## src/sb_pkg.sv

```systemverilog
/* Scoreboard shared types: opcodes, register and data words,
   instruction formats, unit select and row states */
package sb_pkg;

    parameter int N_UNITS = 3;  // ALU, MUL, BRANCH rows

    typedef logic [3:0]  reg_t;
    typedef logic [31:0] word_t;

    typedef enum logic [3:0] {
        ADD  = 4'h0,
        SUB  = 4'h1,
        AND  = 4'h2,
        OR   = 4'h3,
        XOR  = 4'h4,
        ADDI = 4'h5,
        MUL  = 4'h6,
        BEQ  = 4'h7,
        BLT  = 4'h8
    } opcode_e;

    // Register format, low half unused
    typedef struct packed {
        opcode_e     op;
        reg_t        rd;
        reg_t        rs1;
        reg_t        rs2;
        logic [15:0] unused;
    } r_fmt_t;

    typedef struct packed {
        opcode_e            op;
        reg_t               rd;
        reg_t               rs1;
        logic signed [19:0] imm;  // Sign-extended at dispatch
    } i_fmt_t;

    typedef union packed {
        r_fmt_t r_fmt;
        i_fmt_t i_fmt;
    } instr_u;

    typedef enum logic [1:0] {U_ALU, U_MUL, U_BR} unit_e;  // Also the row index

    typedef enum logic [1:0] {EMPTY, WAIT, RDY, EX} row_state_e;

endpackage

```

## src/dispatch_if.sv

```systemverilog
/* Decoded instruction channel from dispatch to issue */
`timescale 1ns/10ps

interface dispatch_if;

    logic            valid;
    sb_pkg::unit_e   unit;
    sb_pkg::opcode_e op;
    sb_pkg::reg_t    rd, rs1, rs2;
    sb_pkg::word_t   imm;
    logic            use_imm;    // b operand comes from imm
    logic            writes_rd;  // Low for branches
    logic            accept;

    modport src (
        output valid, unit, op, rd, rs1, rs2, imm, use_imm, writes_rd,
        input  accept
    );

    modport dst (
        input  valid, unit, op, rd, rs1, rs2, imm, use_imm, writes_rd,
        output accept
    );

endinterface

```

## src/wb_if.sv

```systemverilog
/* Writeback and unit release events from execute to issue */
`timescale 1ns/10ps

interface wb_if;

    logic                         wb_en;
    sb_pkg::reg_t                 wb_rd;
    sb_pkg::word_t                wb_data;
    logic [sb_pkg::N_UNITS-1:0]   done;  // One bit per unit row

    modport src (
        output wb_en, wb_rd, wb_data, done
    );

    modport dst (
        input  wb_en, wb_rd, wb_data, done
    );

endinterface

```

## src/regfile.sv

```systemverilog
/* Sixteen 32-bit registers, two read ports, one write port, write-through */
`timescale 1ns/10ps

module regfile (
    input  logic          CLK, nRST,
    input  logic          wen,
    input  sb_pkg::reg_t  wsel,
    input  sb_pkg::word_t wdata,
    input  sb_pkg::reg_t  rsel1, rsel2,
    output sb_pkg::word_t rdata1, rdata2
);

    sb_pkg::word_t regs [16];

    always_ff @(posedge CLK, negedge nRST) begin
        if (!nRST) begin
            for (int i = 0; i < 16; i++)
                regs[i] <= '0;
        end else if (wen) begin
            regs[wsel] <= wdata;   // r0 is writable like any other
        end
    end

    // Same-cycle write is seen by the readers
    assign rdata1 = (wen && wsel == rsel1) ? wdata : regs[rsel1];
    assign rdata2 = (wen && wsel == rsel2) ? wdata : regs[rsel2];

endmodule

```

## src/dispatch.sv

```systemverilog
/* Dispatch stage: four-phase req/ack capture, instruction decode,
   hold until issue accepts */
`timescale 1ns/10ps

module dispatch (
    input  logic           CLK, nRST,
    input  logic           req,
    input  sb_pkg::instr_u instr,
    output logic           ack,
    dispatch_if.src        dout
);

    sb_pkg::instr_u word;  // Held instruction
    sb_pkg::unit_e  unit;
    logic           held;
    logic           capture;

    assign capture = req && !ack && !held;

    // Four-phase ack and hold state
    always_ff @(posedge CLK, negedge nRST) begin
        if (!nRST) begin
            ack  <= 1'b0;
            held <= 1'b0;
        end else begin
            if (capture) begin
                ack  <= 1'b1;
                held <= 1'b1;
            end else begin
                if (ack && !req)
                    ack <= 1'b0;           // Return to zero
                if (held && dout.accept)
                    held <= 1'b0;
            end
        end
    end

    always_ff @(posedge CLK) begin
        if (capture)
            word <= instr;
    end

    // Decode the held word
    always_comb begin
        case (word.r_fmt.op)
            sb_pkg::MUL:           unit = sb_pkg::U_MUL;
            sb_pkg::BEQ,
            sb_pkg::BLT:           unit = sb_pkg::U_BR;
            default:               unit = sb_pkg::U_ALU;
        endcase
    end

    assign dout.valid     = held;
    assign dout.unit      = unit;
    assign dout.op        = word.r_fmt.op;
    assign dout.rd        = word.r_fmt.rd;
    assign dout.rs1       = word.r_fmt.rs1;
    assign dout.rs2       = word.r_fmt.rs2;   // Ignored by issue when use_imm
    assign dout.use_imm   = (word.i_fmt.op == sb_pkg::ADDI);
    assign dout.imm       = {{12{word.i_fmt.imm[19]}}, word.i_fmt.imm};
    assign dout.writes_rd = (unit != sb_pkg::U_BR);

endmodule

```

## src/issue.sv

```systemverilog
/* Issue stage: unit status rows, register pending bits, WAW/WAR accept
   checks, oldest-ready selection and operand read */
`timescale 1ns/10ps

module issue #(
    parameter int SEQ_W = 4
) (
    input  logic                        CLK, nRST,
    dispatch_if.dst                     din,
    wb_if.dst                           wb,
    input  logic [sb_pkg::N_UNITS-1:0]  ex_unit_busy,
    output logic                        ex_valid,
    output sb_pkg::unit_e               ex_unit,
    output sb_pkg::opcode_e             ex_op,
    output sb_pkg::reg_t                ex_rd,
    output sb_pkg::word_t               ex_a, ex_b
);

    localparam int NU = sb_pkg::N_UNITS;

    sb_pkg::row_state_e state [NU];
    sb_pkg::opcode_e    row_op [NU];
    sb_pkg::reg_t       row_rd [NU];
    sb_pkg::reg_t       row_rs1 [NU];
    sb_pkg::reg_t       row_rs2 [NU];
    sb_pkg::word_t      row_imm [NU];
    logic [SEQ_W-1:0]   row_seq [NU];
    logic [NU-1:0]      row_use_imm, tag1, tag2;
    logic [SEQ_W-1:0]   seq_ctr;
    logic [15:0]        pending;      // Result status per register
    logic               war, sel_valid, hit1, hit2;
    logic [1:0]         sel;
    sb_pkg::word_t      rdata1, rdata2;

    // Wrap-safe age compare, at most NU sequence numbers are live
    function automatic logic older(input logic [SEQ_W-1:0] a, input logic [SEQ_W-1:0] b);
        logic [SEQ_W-1:0] d;
        d = a - b;
        return d[SEQ_W-1];
    endfunction

    regfile u_regfile (
        .CLK, .nRST,
        .wen(wb.wb_en), .wsel(wb.wb_rd), .wdata(wb.wb_data),
        .rsel1(row_rs1[sel]), .rsel2(row_rs2[sel]),
        .rdata1, .rdata2
    );

    always_comb begin
        war = 1'b0;
        for (int i = 0; i < NU; i++) begin
            if ((state[i] == sb_pkg::WAIT || state[i] == sb_pkg::RDY) &&
                (row_rs1[i] == din.rd || (!row_use_imm[i] && row_rs2[i] == din.rd)))
                war = 1'b1;
        end
        din.accept = din.valid && state[din.unit] == sb_pkg::EMPTY &&
                     !(din.writes_rd && (pending[din.rd] || war));
    end

    // Oldest ready row on an idle unit
    always_comb begin
        sel_valid = 1'b0;
        sel       = '0;
        for (int i = 0; i < NU; i++) begin
            if (state[i] == sb_pkg::RDY && !ex_unit_busy[i] &&
                (!sel_valid || older(row_seq[i], row_seq[sel]))) begin
                sel_valid = 1'b1;
                sel       = 2'(i);
            end
        end
    end

    // A same-cycle writeback is already resolved for the incoming sources
    assign hit1 = wb.wb_en && wb.wb_rd == din.rs1;
    assign hit2 = wb.wb_en && wb.wb_rd == din.rs2;

    always_ff @(posedge CLK, negedge nRST) begin
        if (!nRST) begin
            for (int i = 0; i < NU; i++)
                state[i] <= sb_pkg::EMPTY;
            pending  <= '0;
            seq_ctr  <= '0;
            ex_valid <= 1'b0;
        end else begin
            ex_valid <= sel_valid;
            if (wb.wb_en)
                pending[wb.wb_rd] <= 1'b0;
            if (din.accept) begin
                seq_ctr <= seq_ctr + 1'b1;
                if (din.writes_rd)
                    pending[din.rd] <= 1'b1;
            end
            for (int i = 0; i < NU; i++) begin
                if (din.accept && int'(din.unit) == i)
                    state[i] <= sb_pkg::WAIT;
                else begin
                    case (state[i])
                        sb_pkg::WAIT: if (!tag1[i] && !tag2[i]) state[i] <= sb_pkg::RDY;
                        sb_pkg::RDY:  if (sel_valid && sel == 2'(i)) state[i] <= sb_pkg::EX;
                        sb_pkg::EX:   if (wb.done[i]) state[i] <= sb_pkg::EMPTY;
                        default: ;
                    endcase
                end
            end
        end
    end

    // Row contents, tags and the issue packet
    always_ff @(posedge CLK) begin
        for (int i = 0; i < NU; i++) begin
            if (din.accept && int'(din.unit) == i) begin
                row_op[i]      <= din.op;
                row_rd[i]      <= din.rd;
                row_rs1[i]     <= din.rs1;
                row_rs2[i]     <= din.rs2;
                row_imm[i]     <= din.imm;
                row_use_imm[i] <= din.use_imm;
                row_seq[i]     <= seq_ctr;
                tag1[i]        <= pending[din.rs1] && !hit1;
                tag2[i]        <= !din.use_imm && pending[din.rs2] && !hit2;
            end else if (wb.wb_en) begin
                if (wb.wb_rd == row_rs1[i]) tag1[i] <= 1'b0;   // Wake-up
                if (wb.wb_rd == row_rs2[i]) tag2[i] <= 1'b0;
            end
        end
        if (sel_valid) begin
            ex_unit <= sb_pkg::unit_e'(sel);
            ex_op   <= row_op[sel];
            ex_rd   <= row_rd[sel];
            ex_a    <= rdata1;
            ex_b    <= row_use_imm[sel] ? row_imm[sel] : rdata2;
        end
    end

endmodule

```

## src/execute.sv

```systemverilog
/* Execute stage: ALU, pipelined MUL, branch compare and writeback arbiter */
`timescale 1ns/10ps

module execute #(
    parameter int MUL_LAT = 3
) (
    input  logic                        CLK, nRST,
    input  logic                        ex_valid,
    input  sb_pkg::unit_e               ex_unit,
    input  sb_pkg::opcode_e             ex_op,
    input  sb_pkg::reg_t                ex_rd,
    input  sb_pkg::word_t               ex_a, ex_b,
    output logic [sb_pkg::N_UNITS-1:0]  ex_unit_busy,
    wb_if.src                           wb,
    output logic                        br_valid, br_taken
);

    logic               alu_valid, alu_go, mul_go, mul_wb;
    sb_pkg::reg_t       alu_rd;
    sb_pkg::word_t      alu_res, alu_out;
    logic [MUL_LAT-1:0] mul_v;
    sb_pkg::reg_t       mul_rd [MUL_LAT];
    sb_pkg::word_t      mul_p [MUL_LAT];

    assign alu_go = ex_valid && ex_unit == sb_pkg::U_ALU;
    assign mul_go = ex_valid && ex_unit == sb_pkg::U_MUL;
    assign mul_wb = mul_v[MUL_LAT-1];

    always_comb begin
        case (ex_op)
            sb_pkg::SUB: alu_out = ex_a - ex_b;
            sb_pkg::AND: alu_out = ex_a & ex_b;
            sb_pkg::OR:  alu_out = ex_a | ex_b;
            sb_pkg::XOR: alu_out = ex_a ^ ex_b;
            default:     alu_out = ex_a + ex_b;   // ADD, ADDI
        endcase
    end

    always_ff @(posedge CLK, negedge nRST) begin
        if (!nRST) begin
            alu_valid <= 1'b0;
            mul_v     <= '0;
            br_valid  <= 1'b0;
            br_taken  <= 1'b0;
        end else begin
            if (alu_valid && !mul_wb)
                alu_valid <= 1'b0;                // Written back this cycle
            if (alu_go)
                alu_valid <= 1'b1;
            mul_v    <= {mul_v[MUL_LAT-2:0], mul_go};
            br_valid <= ex_valid && ex_unit == sb_pkg::U_BR;
            br_taken <= (ex_op == sb_pkg::BEQ) ? (ex_a == ex_b) :
                                                 ($signed(ex_a) < $signed(ex_b));
        end
    end

    always_ff @(posedge CLK) begin
        if (alu_go) begin
            alu_rd  <= ex_rd;
            alu_res <= alu_out;
        end
        mul_rd[0] <= ex_rd;
        mul_p[0]  <= ex_a * ex_b;                 // Low 32 bits of product
        for (int s = 1; s < MUL_LAT; s++) begin
            mul_rd[s] <= mul_rd[s-1];
            mul_p[s]  <= mul_p[s-1];
        end
    end

    // MUL has the port first, a waiting ALU result keeps its unit busy
    assign wb.wb_en   = mul_wb || alu_valid;
    assign wb.wb_rd   = mul_wb ? mul_rd[MUL_LAT-1] : alu_rd;
    assign wb.wb_data = mul_wb ? mul_p[MUL_LAT-1] : alu_res;
    assign wb.done    = {br_valid, mul_wb, alu_valid && !mul_wb};

    assign ex_unit_busy[sb_pkg::U_ALU] = alu_go || alu_valid;
    assign ex_unit_busy[sb_pkg::U_MUL] = mul_go || (|mul_v);
    assign ex_unit_busy[sb_pkg::U_BR]  = (ex_valid && ex_unit == sb_pkg::U_BR) || br_valid;

endmodule

```

## src/sb_core.sv

```systemverilog
/* Scoreboard issue subsystem top: dispatch, issue and execute */
`timescale 1ns/10ps

module sb_core #(
    parameter int SEQ_W   = 4,
    parameter int MUL_LAT = 3
) (
    input  logic          CLK, nRST,
    input  logic          instr_req,
    input  logic [31:0]   instr,
    output logic          instr_ack,
    output logic          wb_en,
    output sb_pkg::reg_t  wb_rd,
    output sb_pkg::word_t wb_data,
    output logic          br_valid, br_taken
);

    dispatch_if dif();
    wb_if       wbif();

    logic                       ex_valid;
    sb_pkg::unit_e              ex_unit;
    sb_pkg::opcode_e            ex_op;
    sb_pkg::reg_t               ex_rd;
    sb_pkg::word_t              ex_a, ex_b;
    logic [sb_pkg::N_UNITS-1:0] ex_unit_busy;

    dispatch u_dispatch (
        .CLK, .nRST,
        .req(instr_req), .instr(instr), .ack(instr_ack),
        .dout(dif.src)
    );

    issue #(.SEQ_W(SEQ_W)) u_issue (
        .CLK, .nRST,
        .din(dif.dst), .wb(wbif.dst), .ex_unit_busy,
        .ex_valid, .ex_unit, .ex_op, .ex_rd, .ex_a, .ex_b
    );

    execute #(.MUL_LAT(MUL_LAT)) u_execute (
        .CLK, .nRST,
        .ex_valid, .ex_unit, .ex_op, .ex_rd, .ex_a, .ex_b,
        .ex_unit_busy, .wb(wbif.src), .br_valid, .br_taken
    );

    // Writeback is visible at the top
    assign wb_en   = wbif.wb_en;
    assign wb_rd   = wbif.wb_rd;
    assign wb_data = wbif.wb_data;

endmodule

```

## config.mk

```make
export PLATFORM = sky130hd
export DESIGN_NAME = sb_core
export DESIGN_NICKNAME = d
export VERILOG_FILES = /design/src/sb_pkg.sv /design/src/dispatch_if.sv /design/src/wb_if.sv /design/src/regfile.sv /design/src/dispatch.sv /design/src/issue.sv /design/src/execute.sv /design/src/sb_core.sv
export SDC_FILE = /design/constraint.sdc
export NUM_CORES = 2
export LEC_CHECK = 0
export BUFFER_PORTS_ARGS = -buffer_cell sky130_fd_sc_hd__buf_4
export CAP_MARGIN = 10
export CORE_MARGIN = 4
export CORE_UTILIZATION = 40
export CTS_BUF_LIST = sky130_fd_sc_hd__clkbuf_8
export CTS_CLUSTER_SIZE = 10
export DETAILED_ROUTE_END_ITERATION = 6
export PLACE_DENSITY_LB_ADDON = 0.1
export SETUP_SLACK_MARGIN = 0.1
export SLEW_MARGIN = 15
export SYNTH_ARGS = -nofsm -noshare
export SYNTH_HDL_FRONTEND = slang
export SYNTH_SLANG_ARGS = --single-unit
```

## constraint.sdc

```tcl
create_clock -name CLK -period 8.4 [get_ports CLK]
set_input_delay 0.42 -clock CLK [delete_from_list [all_inputs] [get_ports CLK]]
set_output_delay 0.42 -clock CLK [all_outputs]
set_load 0.03 [all_outputs]
```

Word-level counts from Yosys, hierarchy flattened
Memory sizes are Yosys's and may differ from the RTL's. A register that Yosys moved wholly into a read port is not among the register bits. Cells that the tools add are included.

Flip-flop bits (word level): 690. Latch bits: 0. RAM bits: 264. ROM bits: 0. Input port bits: 35. Output and inout port bits: 40. Word-level logic and storage cells: 373. Memories: 8.

Add/sub/neg operators: 5. $mul: 1. Divide/modulo/power cells: 0. Order comparisons: 13. Eq/ne operators: 51. Shifts and indexed selects: 0. Multiplexer cells: 124. Bitwise operators: 10. Reductions and logical operators: 118.

Memory list: u_execute.mul_p (words 3, width 32, read ports 3, clocked after Yosys merged registers in 0, write ports 3, line execute.sv:23) `sb_pkg::word_t mul_p [MUL_LAT];`; u_issue.row_imm (words 3, width 32, read ports 1, clocked after Yosys merged registers in 0, write ports 1, line issue.sv:26) `sb_pkg::word_t row_imm [NU];`; u_execute.mul_rd (words 3, width 4, read ports 3, clocked after Yosys merged registers in 0, write ports 3, line execute.sv:22) `sb_pkg::reg_t mul_rd [MUL_LAT];`; u_issue.row_op (words 3, width 4, read ports 1, clocked after Yosys merged registers in 1, write ports 1, line issue.sv:22) `sb_pkg::opcode_e row_op [NU];`; u_issue.row_rd (words 3, width 4, read ports 1, clocked after Yosys merged registers in 1, write ports 1, line issue.sv:23) `sb_pkg::reg_t row_rd [NU];`; u_issue.row_rs1 (words 3, width 4, read ports 4, clocked after Yosys merged registers in 0, write ports 1, line issue.sv:24) `sb_pkg::reg_t row_rs1 [NU];`; +2 memories.

Operators by type and width (number): 512-bit bitwise mux (1); 32-bit 2-to-1 mux (11); 32-bit binary-select mux with 4-bit select (2); 32-bit demux with 4-bit select (1); 32-bit one-hot mux with 4 select lines (1); 4-bit == test (16); 32-bit OR reduction (2); 1-bit 2-to-1 mux (56); 2-bit 2-to-1 mux (27); 16-bit 2-to-1 mux (3); 4-bit 2-to-1 mux (11); 1-bit logical AND (41); 4-bit OR reduction (10); 32-bit adder (1); 32-bit AND (1); 32-bit == test (1); 32-bit < comparator (1); 32-bit by 32-bit multiplier with 32-bit output (1); 32-bit OR (1); 32-bit subtractor (1); 32-bit bitwise XOR (1); 2-bit nonzero test (12); 1-bit logical NOT (22); 2-bit == test, second input constant (10); other kinds (34) (88).

Longest topological paths before layout
An unclocked memory read counts as a cell.

Depth after elaboration: 22. Depth in mapped cells: 28. Mapped depth without buffers: 26.

Hierarchy
From an unflattened synthesis, not the netlist that was laid out.

Cells, all modules: 5219. Area, all modules: 63714.9 sq um.

Modules (own cells, without submodules): regfile (times used 1, cells each 1756, area each 27362.5 sq um, sequential area each 12812.3 sq um); execute (times used 1, cells each 2665, area each 23578.9 sq um, sequential area each 3393.3 sq um); issue (times used 1, cells each 737, area each 11546.1 sq um, sequential area each 7852.5 sq um); dispatch (times used 1, cells each 61, area each 1227.4 sq um, sequential area each 1011.0 sq um).

Worst setup path before layout
No wires, ideal clock.

Path kind: flip-flop to flip-flop. Start point: register u_issue.ex_b[2]. End point: memory u_execute.mul_p[0][30] in the netlist's numbering. Library setup time: 127 ps. Arrival time: 6633 ps. Required time: 8273 ps. Setup slack: 1640 ps. Cell stages (with the launch flop): 25. Buffers on the path: 2. Period minus slack after synthesis: 6760 ps. Cell sequence: edfxtp_1 > clkbuf_1 > inv_1 > clkbuf_1 > nor2_1 > fa_1 > inv_1 > fa_1 > fa_1 > fa_1 > inv_1 > fa_1 > inv_1 > fa_1 > fa_1 > fa_1 > inv_1 > ha_1 > a21o_1 > a21o_1 > a21o_1 > nor3_1 > a21boi_0 > o21ai_0 > xor2_1.

RTL lines: start, declared (line issue.sv:16) `output sb_pkg::word_t ex_a, ex_b`; start signal, assigned (line issue.sv:131) `ex_b <= row_use_imm[sel] ? row_imm[sel] : rdata2;`; end, declared (line execute.sv:23).

==> impl.org <==
** Route
- Post-route DRC violation count :: 0
- Across all layers, the routed design uses 49178 vias.
- Vias per cell :: 5.65
- Summed over all layers, the routed wires come to 224 mm.
- Length of the first detailed-routing pass in iterations :: 6
- Once detail routing completed, the nets flagged for antenna violations numbered 0.
- Average wire per standard cell :: 25.7 µm
- DRC violation total after the first TritonRoute iteration :: about 4800

** Timing
- Setup repair after global routing missed its margin :: no
- For the finished layout, the period the worst path requires is 7.58 ns.
- Worst slew margin relative to its limit :: about 17%
- Dividing the final minimum period by the clock period gives about nine tenths.
- Fin. max-slew vios :: 0
- Final total negative setup slack :: 0 ns
- Setup violations remaining at the end of the flow were counted as 0.
- Number of hold violations in the final report :: 0
- Fin Clk Skew :: 0.0711 ns
- For the pin with the worst max-slew slack, the measured transition is around 1.2 ns.
- For this run, the top clock speed supported by timing is 0.132 GHz.

** Die
- The die covers 159000 µm².
- Initial Util :: 40.3%
- After floorplanning, the core was divided into 143 placement rows.
- Core footprint :: 152000 µm²
- During I/O placement, the number of pins put on the boundary was between 70 and 80.
- The die is 399 µm tall.
- Die width :: 399 µm

** Logic synthesis
- After synthesis the netlist holds a flip-flop and latch count of 914.
- The cell area that synthesis handed to floorplanning was 61200 µm².
- Number of unique standard cell types used by synthesis :: 86
- Post-synth EDFFs :: 259
- Among all flip-flop cells after synthesis, the most frequent one is dfrtp_1.
- In this run the mean area of a mapped cell was 9.41 µm².
- The biggest area contributor in the post-synthesis netlist is dfrtp_1.
- The Yosys step of the flow raised 0 warnings.
- Number of nets in the synthesized netlist :: a little over 7000
- Mapped Cells :: 6510
- Dominant cells by area after synthesis :: dfrtp_1 (22%), fa_1 (13%), edfxtp_1 (13%), nor2_1 (5.8%), nand2_1 (5.0%)
- Async S/R FF share, synth :: 59.8%
- Sequential cell area fraction in the yosys report :: 38.6%
- After synthesis, the largest area contributor takes up approximately 22% of total cell area.

** Cells and area
- Relative to the synthesized area, the layout overhead comes to 11.3%.
- In the final design database the tool counted 7212 nets.
- Layout cell share with drive strength beyond 1 :: 10.7%

** Clocking
- The root buffer cell chosen for the clock tree is clkbuf_8.
- Max clock buf depth :: 3
- The clock net in this run drives a total of 914 sinks.
- In this run the post-CTS setup repair buffer count came out at 0.
- TritonCTS built the clock tree.
- The clock reaches the later pin of the worst-skew pair after 0.92 ns.
- Clock-pin slew was measured on the worst setup and hold paths at 0.07 ns.
- Number of buffers created by CTS :: 165
- The H-tree was split into 4 levels.

** Place
- After legalization and detailed placement, the total HPWL measured 152 mm.
- Routability-driven placement finished with a final weighted congestion of 0.936.
- Count of input and output buffers :: 74

** Critical path
- WS Path Type :: register to register
- Kind of start point of the critical path :: register
- Of all nets on the critical path, the largest fanout is 21.
- For the worst setup path, the data arrival time is about 8.4 ns.
- At the worst endpoint, the required time is 9.22 ns.
- STA classifies the critical path endpoint as a register.

** Job
- The tool flagged a number of max-cap violations equal to 0.

** Global routing
- Entering global routing, the biggest net connects 127 pins.
- The first global-routing pass estimated approximately 330 mm of wire.
- Vias in the first global route :: about 49000
- The total overflow left after global routing is 0.
- In the global route stage, overall resource usage came out at 28.1%.
- Antenna violations before repair :: 14

** Status
- The run finished with clean final reports.

** Worst hold path
- The path class of the tightest hold or removal check is primary input to asynchronous set/reset pin.
## final cells by class
cell class | instances | area [µm²]
Fill cell | 14791 | 83900
Multi-Input combinational cell | 4614 | 34100
Sequential cell | 914 | 23600
Clock buffer | 199 | 2740
Timing Repair Buffer | 300 | 2540
Tap cell | 2030 | 2540
Inverter | 539 | 2020
Clock inverter | 102 | 633
Antenna cell | 4 | 10.0
## worst paths after layout
path,cells past startpoint,to,startpoint,slack (ns)
worst min-delay path,2,u_issue.u_regfile.regs[388]$_DFFE_PN0P_,nRST,0.12
min in group CLK,2,u_dispatch.word[16]$_DFFE_PP_,instr[16],0.23
max in group asynchronous,4,u_issue.u_regfile.regs[368]$_DFFE_PN0P_,nRST,6.16
worst min register to register,0,u_execute.mul_rd[0][10]$_DFF_P_,u_execute.mul_rd[0][6]$_DFF_P_,0.31
worst max-delay path,24,u_execute.mul_p[0][31]$_DFF_P_,u_issue.ex_b[6]$_DFFE_PP_,0.82
worst max register to register,24,u_execute.mul_p[0][31]$_DFF_P_,u_issue.ex_b[6]$_DFFE_PP_,0.82
## cells in the final DEF (no fill, tap or decap), drive strengths merged, types with 26 or more instances in the layout
| cell type | instances |
|---|---|
| nor2 | 952 |
| xor2 | 33 |
| o22ai | 97 |
| o21ai | 191 |
| buf | 266 |
| edfxtp | 259 |
| dfrtp | 547 |
| clkinv | 39 |
| and3 | 73 |
| o211ai | 46 |
| xnor2 | 121 |
| dfxtp | 108 |
| a31oi | 85 |
| fa | 410 |
| a21o | 30 |
| dlygate4sd3 | 34 |
| a211oi | 60 |
| a21oi | 604 |
| nor4 | 29 |
| mux2i | 290 |
| a311oi | 38 |
| mux4 | 46 |
| nand2 | 816 |
| ha | 233 |
| inv | 596 |
| nand3 | 115 |
| mux2 | 72 |
| clkbuf | 199 |
| nor3 | 26 |
## kinds of logic after synthesis
logic type               share of synthesized area [%]
AND/OR/NAND/NOR                                   14.1
XOR/XNOR                                          2.20
multiplexers                                      7.78
buffers and inverters                             6.39
adder cells (fa/ha/maj)                           18.2
AO/OA/AOI/OAI                                     12.8
flip-flops                                        38.6
## state kept, by name, indices dropped and copies added, names as in the netlist, 2 cells and up
signal                  flops
u_dispatch.word            32
u_execute.alu_rd            4
u_execute.alu_res          32
u_execute.mul_p            96
u_execute.mul_rd           12
u_execute.mul_v             3
u_issue.ex_a               32
u_issue.ex_b               32
u_issue.ex_op               4
u_issue.ex_rd               4
u_issue.ex_unit             2
u_issue.pending            16
u_issue.row_imm            54
u_issue.row_op             12
u_issue.row_rd             12
u_issue.row_rs1            12
u_issue.row_rs2             6
u_issue.row_seq            12
u_issue.row_use_imm         3
u_issue.seq_ctr             4
u_issue.state               6
u_issue.tag1                3
u_issue.tag2                3
u_issue.u_regfile.regs    512
## per-layer routing
layer	share of wire, %	up-vias	GRT usage (%)	wire (µm)
met3	7.2	460	4.71	16000
met2	45	1927	43.4	99900
li1	-	21982	-	-
met5	0	-	0	0
met4	4.0	0	10.4	9010
met1	44	24809	39.6	99000
## timing repair
action,4_1_cts,5_1_grt
hold buffers,34,0
resized for setup,0,0
hold endpoints to repair,124,0
## critical path: stages (launching register included)
cell and delay, ns:
edfxtp_1 0.51, inv_1 0.70, nor2_1 0.17, fa_1 0.58
fa_1 0.45, fa_1 0.51, inv_1 0.05, fa_1 0.50
inv_1 0.07, fa_1 0.51, inv_1 0.07, fa_1 0.54
inv_1 0.05, fa_1 0.49, fa_1 0.44, ha_1 0.35
a21o_1 0.19, a21o_1 0.17, a21o_1 0.16, a21oi_1 0.12
o21ai_0 0.20, nand2_1 0.18, nand3_1 0.10, a31oi_1 0.25
xnor2_1 0.14
## synthesized netlist by cell type, drive strengths merged, types with 21 or more instances
cell type	count
nor2	952
nand2	816
a21oi	604
dfrtp	547
inv	530
fa	410
clkbuf	312
mux2i	290
edfxtp	259
ha	233
o21ai	191
buf	131
xnor2	121
nand3	115
dfxtp	108
o22ai	97
a31oi	85
and3	73
mux2	72
a211oi	60
mux4	46
o211ai	46
a311oi	38
xor2	33
a21o	30
nor4	29
nor3	26
o21bai	23
nand2b	21
## metrics by stage
| stage | cells | utilization, % | hold WS (ns) | cell area (µm²) | setup WS [ns] |
|---|---|---|---|---|---|
| 2_1_floorplan | 6510 | - | 0.124 | 61200 | 1.64 |
| 3_3_place_gp | 8363 | 42.4 | 0.310 | 64500 | 0.827 |
| 3_5_place_dp | 8363 | 42.4 | 0.312 | 64500 | 0.693 |
| 4_1_cts | 8698 | 44.8 | 0.106 | 68200 | 0.741 |
| 5_1_grt | 8702 | 44.8 | 0.128 | 68200 | 0.464 |
| 6_report | 8702 | 44.8 | 0.120 | 68200 | 0.818 |
Power is left out: the tool's default activity adds up to more than one toggle a clock period on the data nets, which glitch-free logic cannot reach.
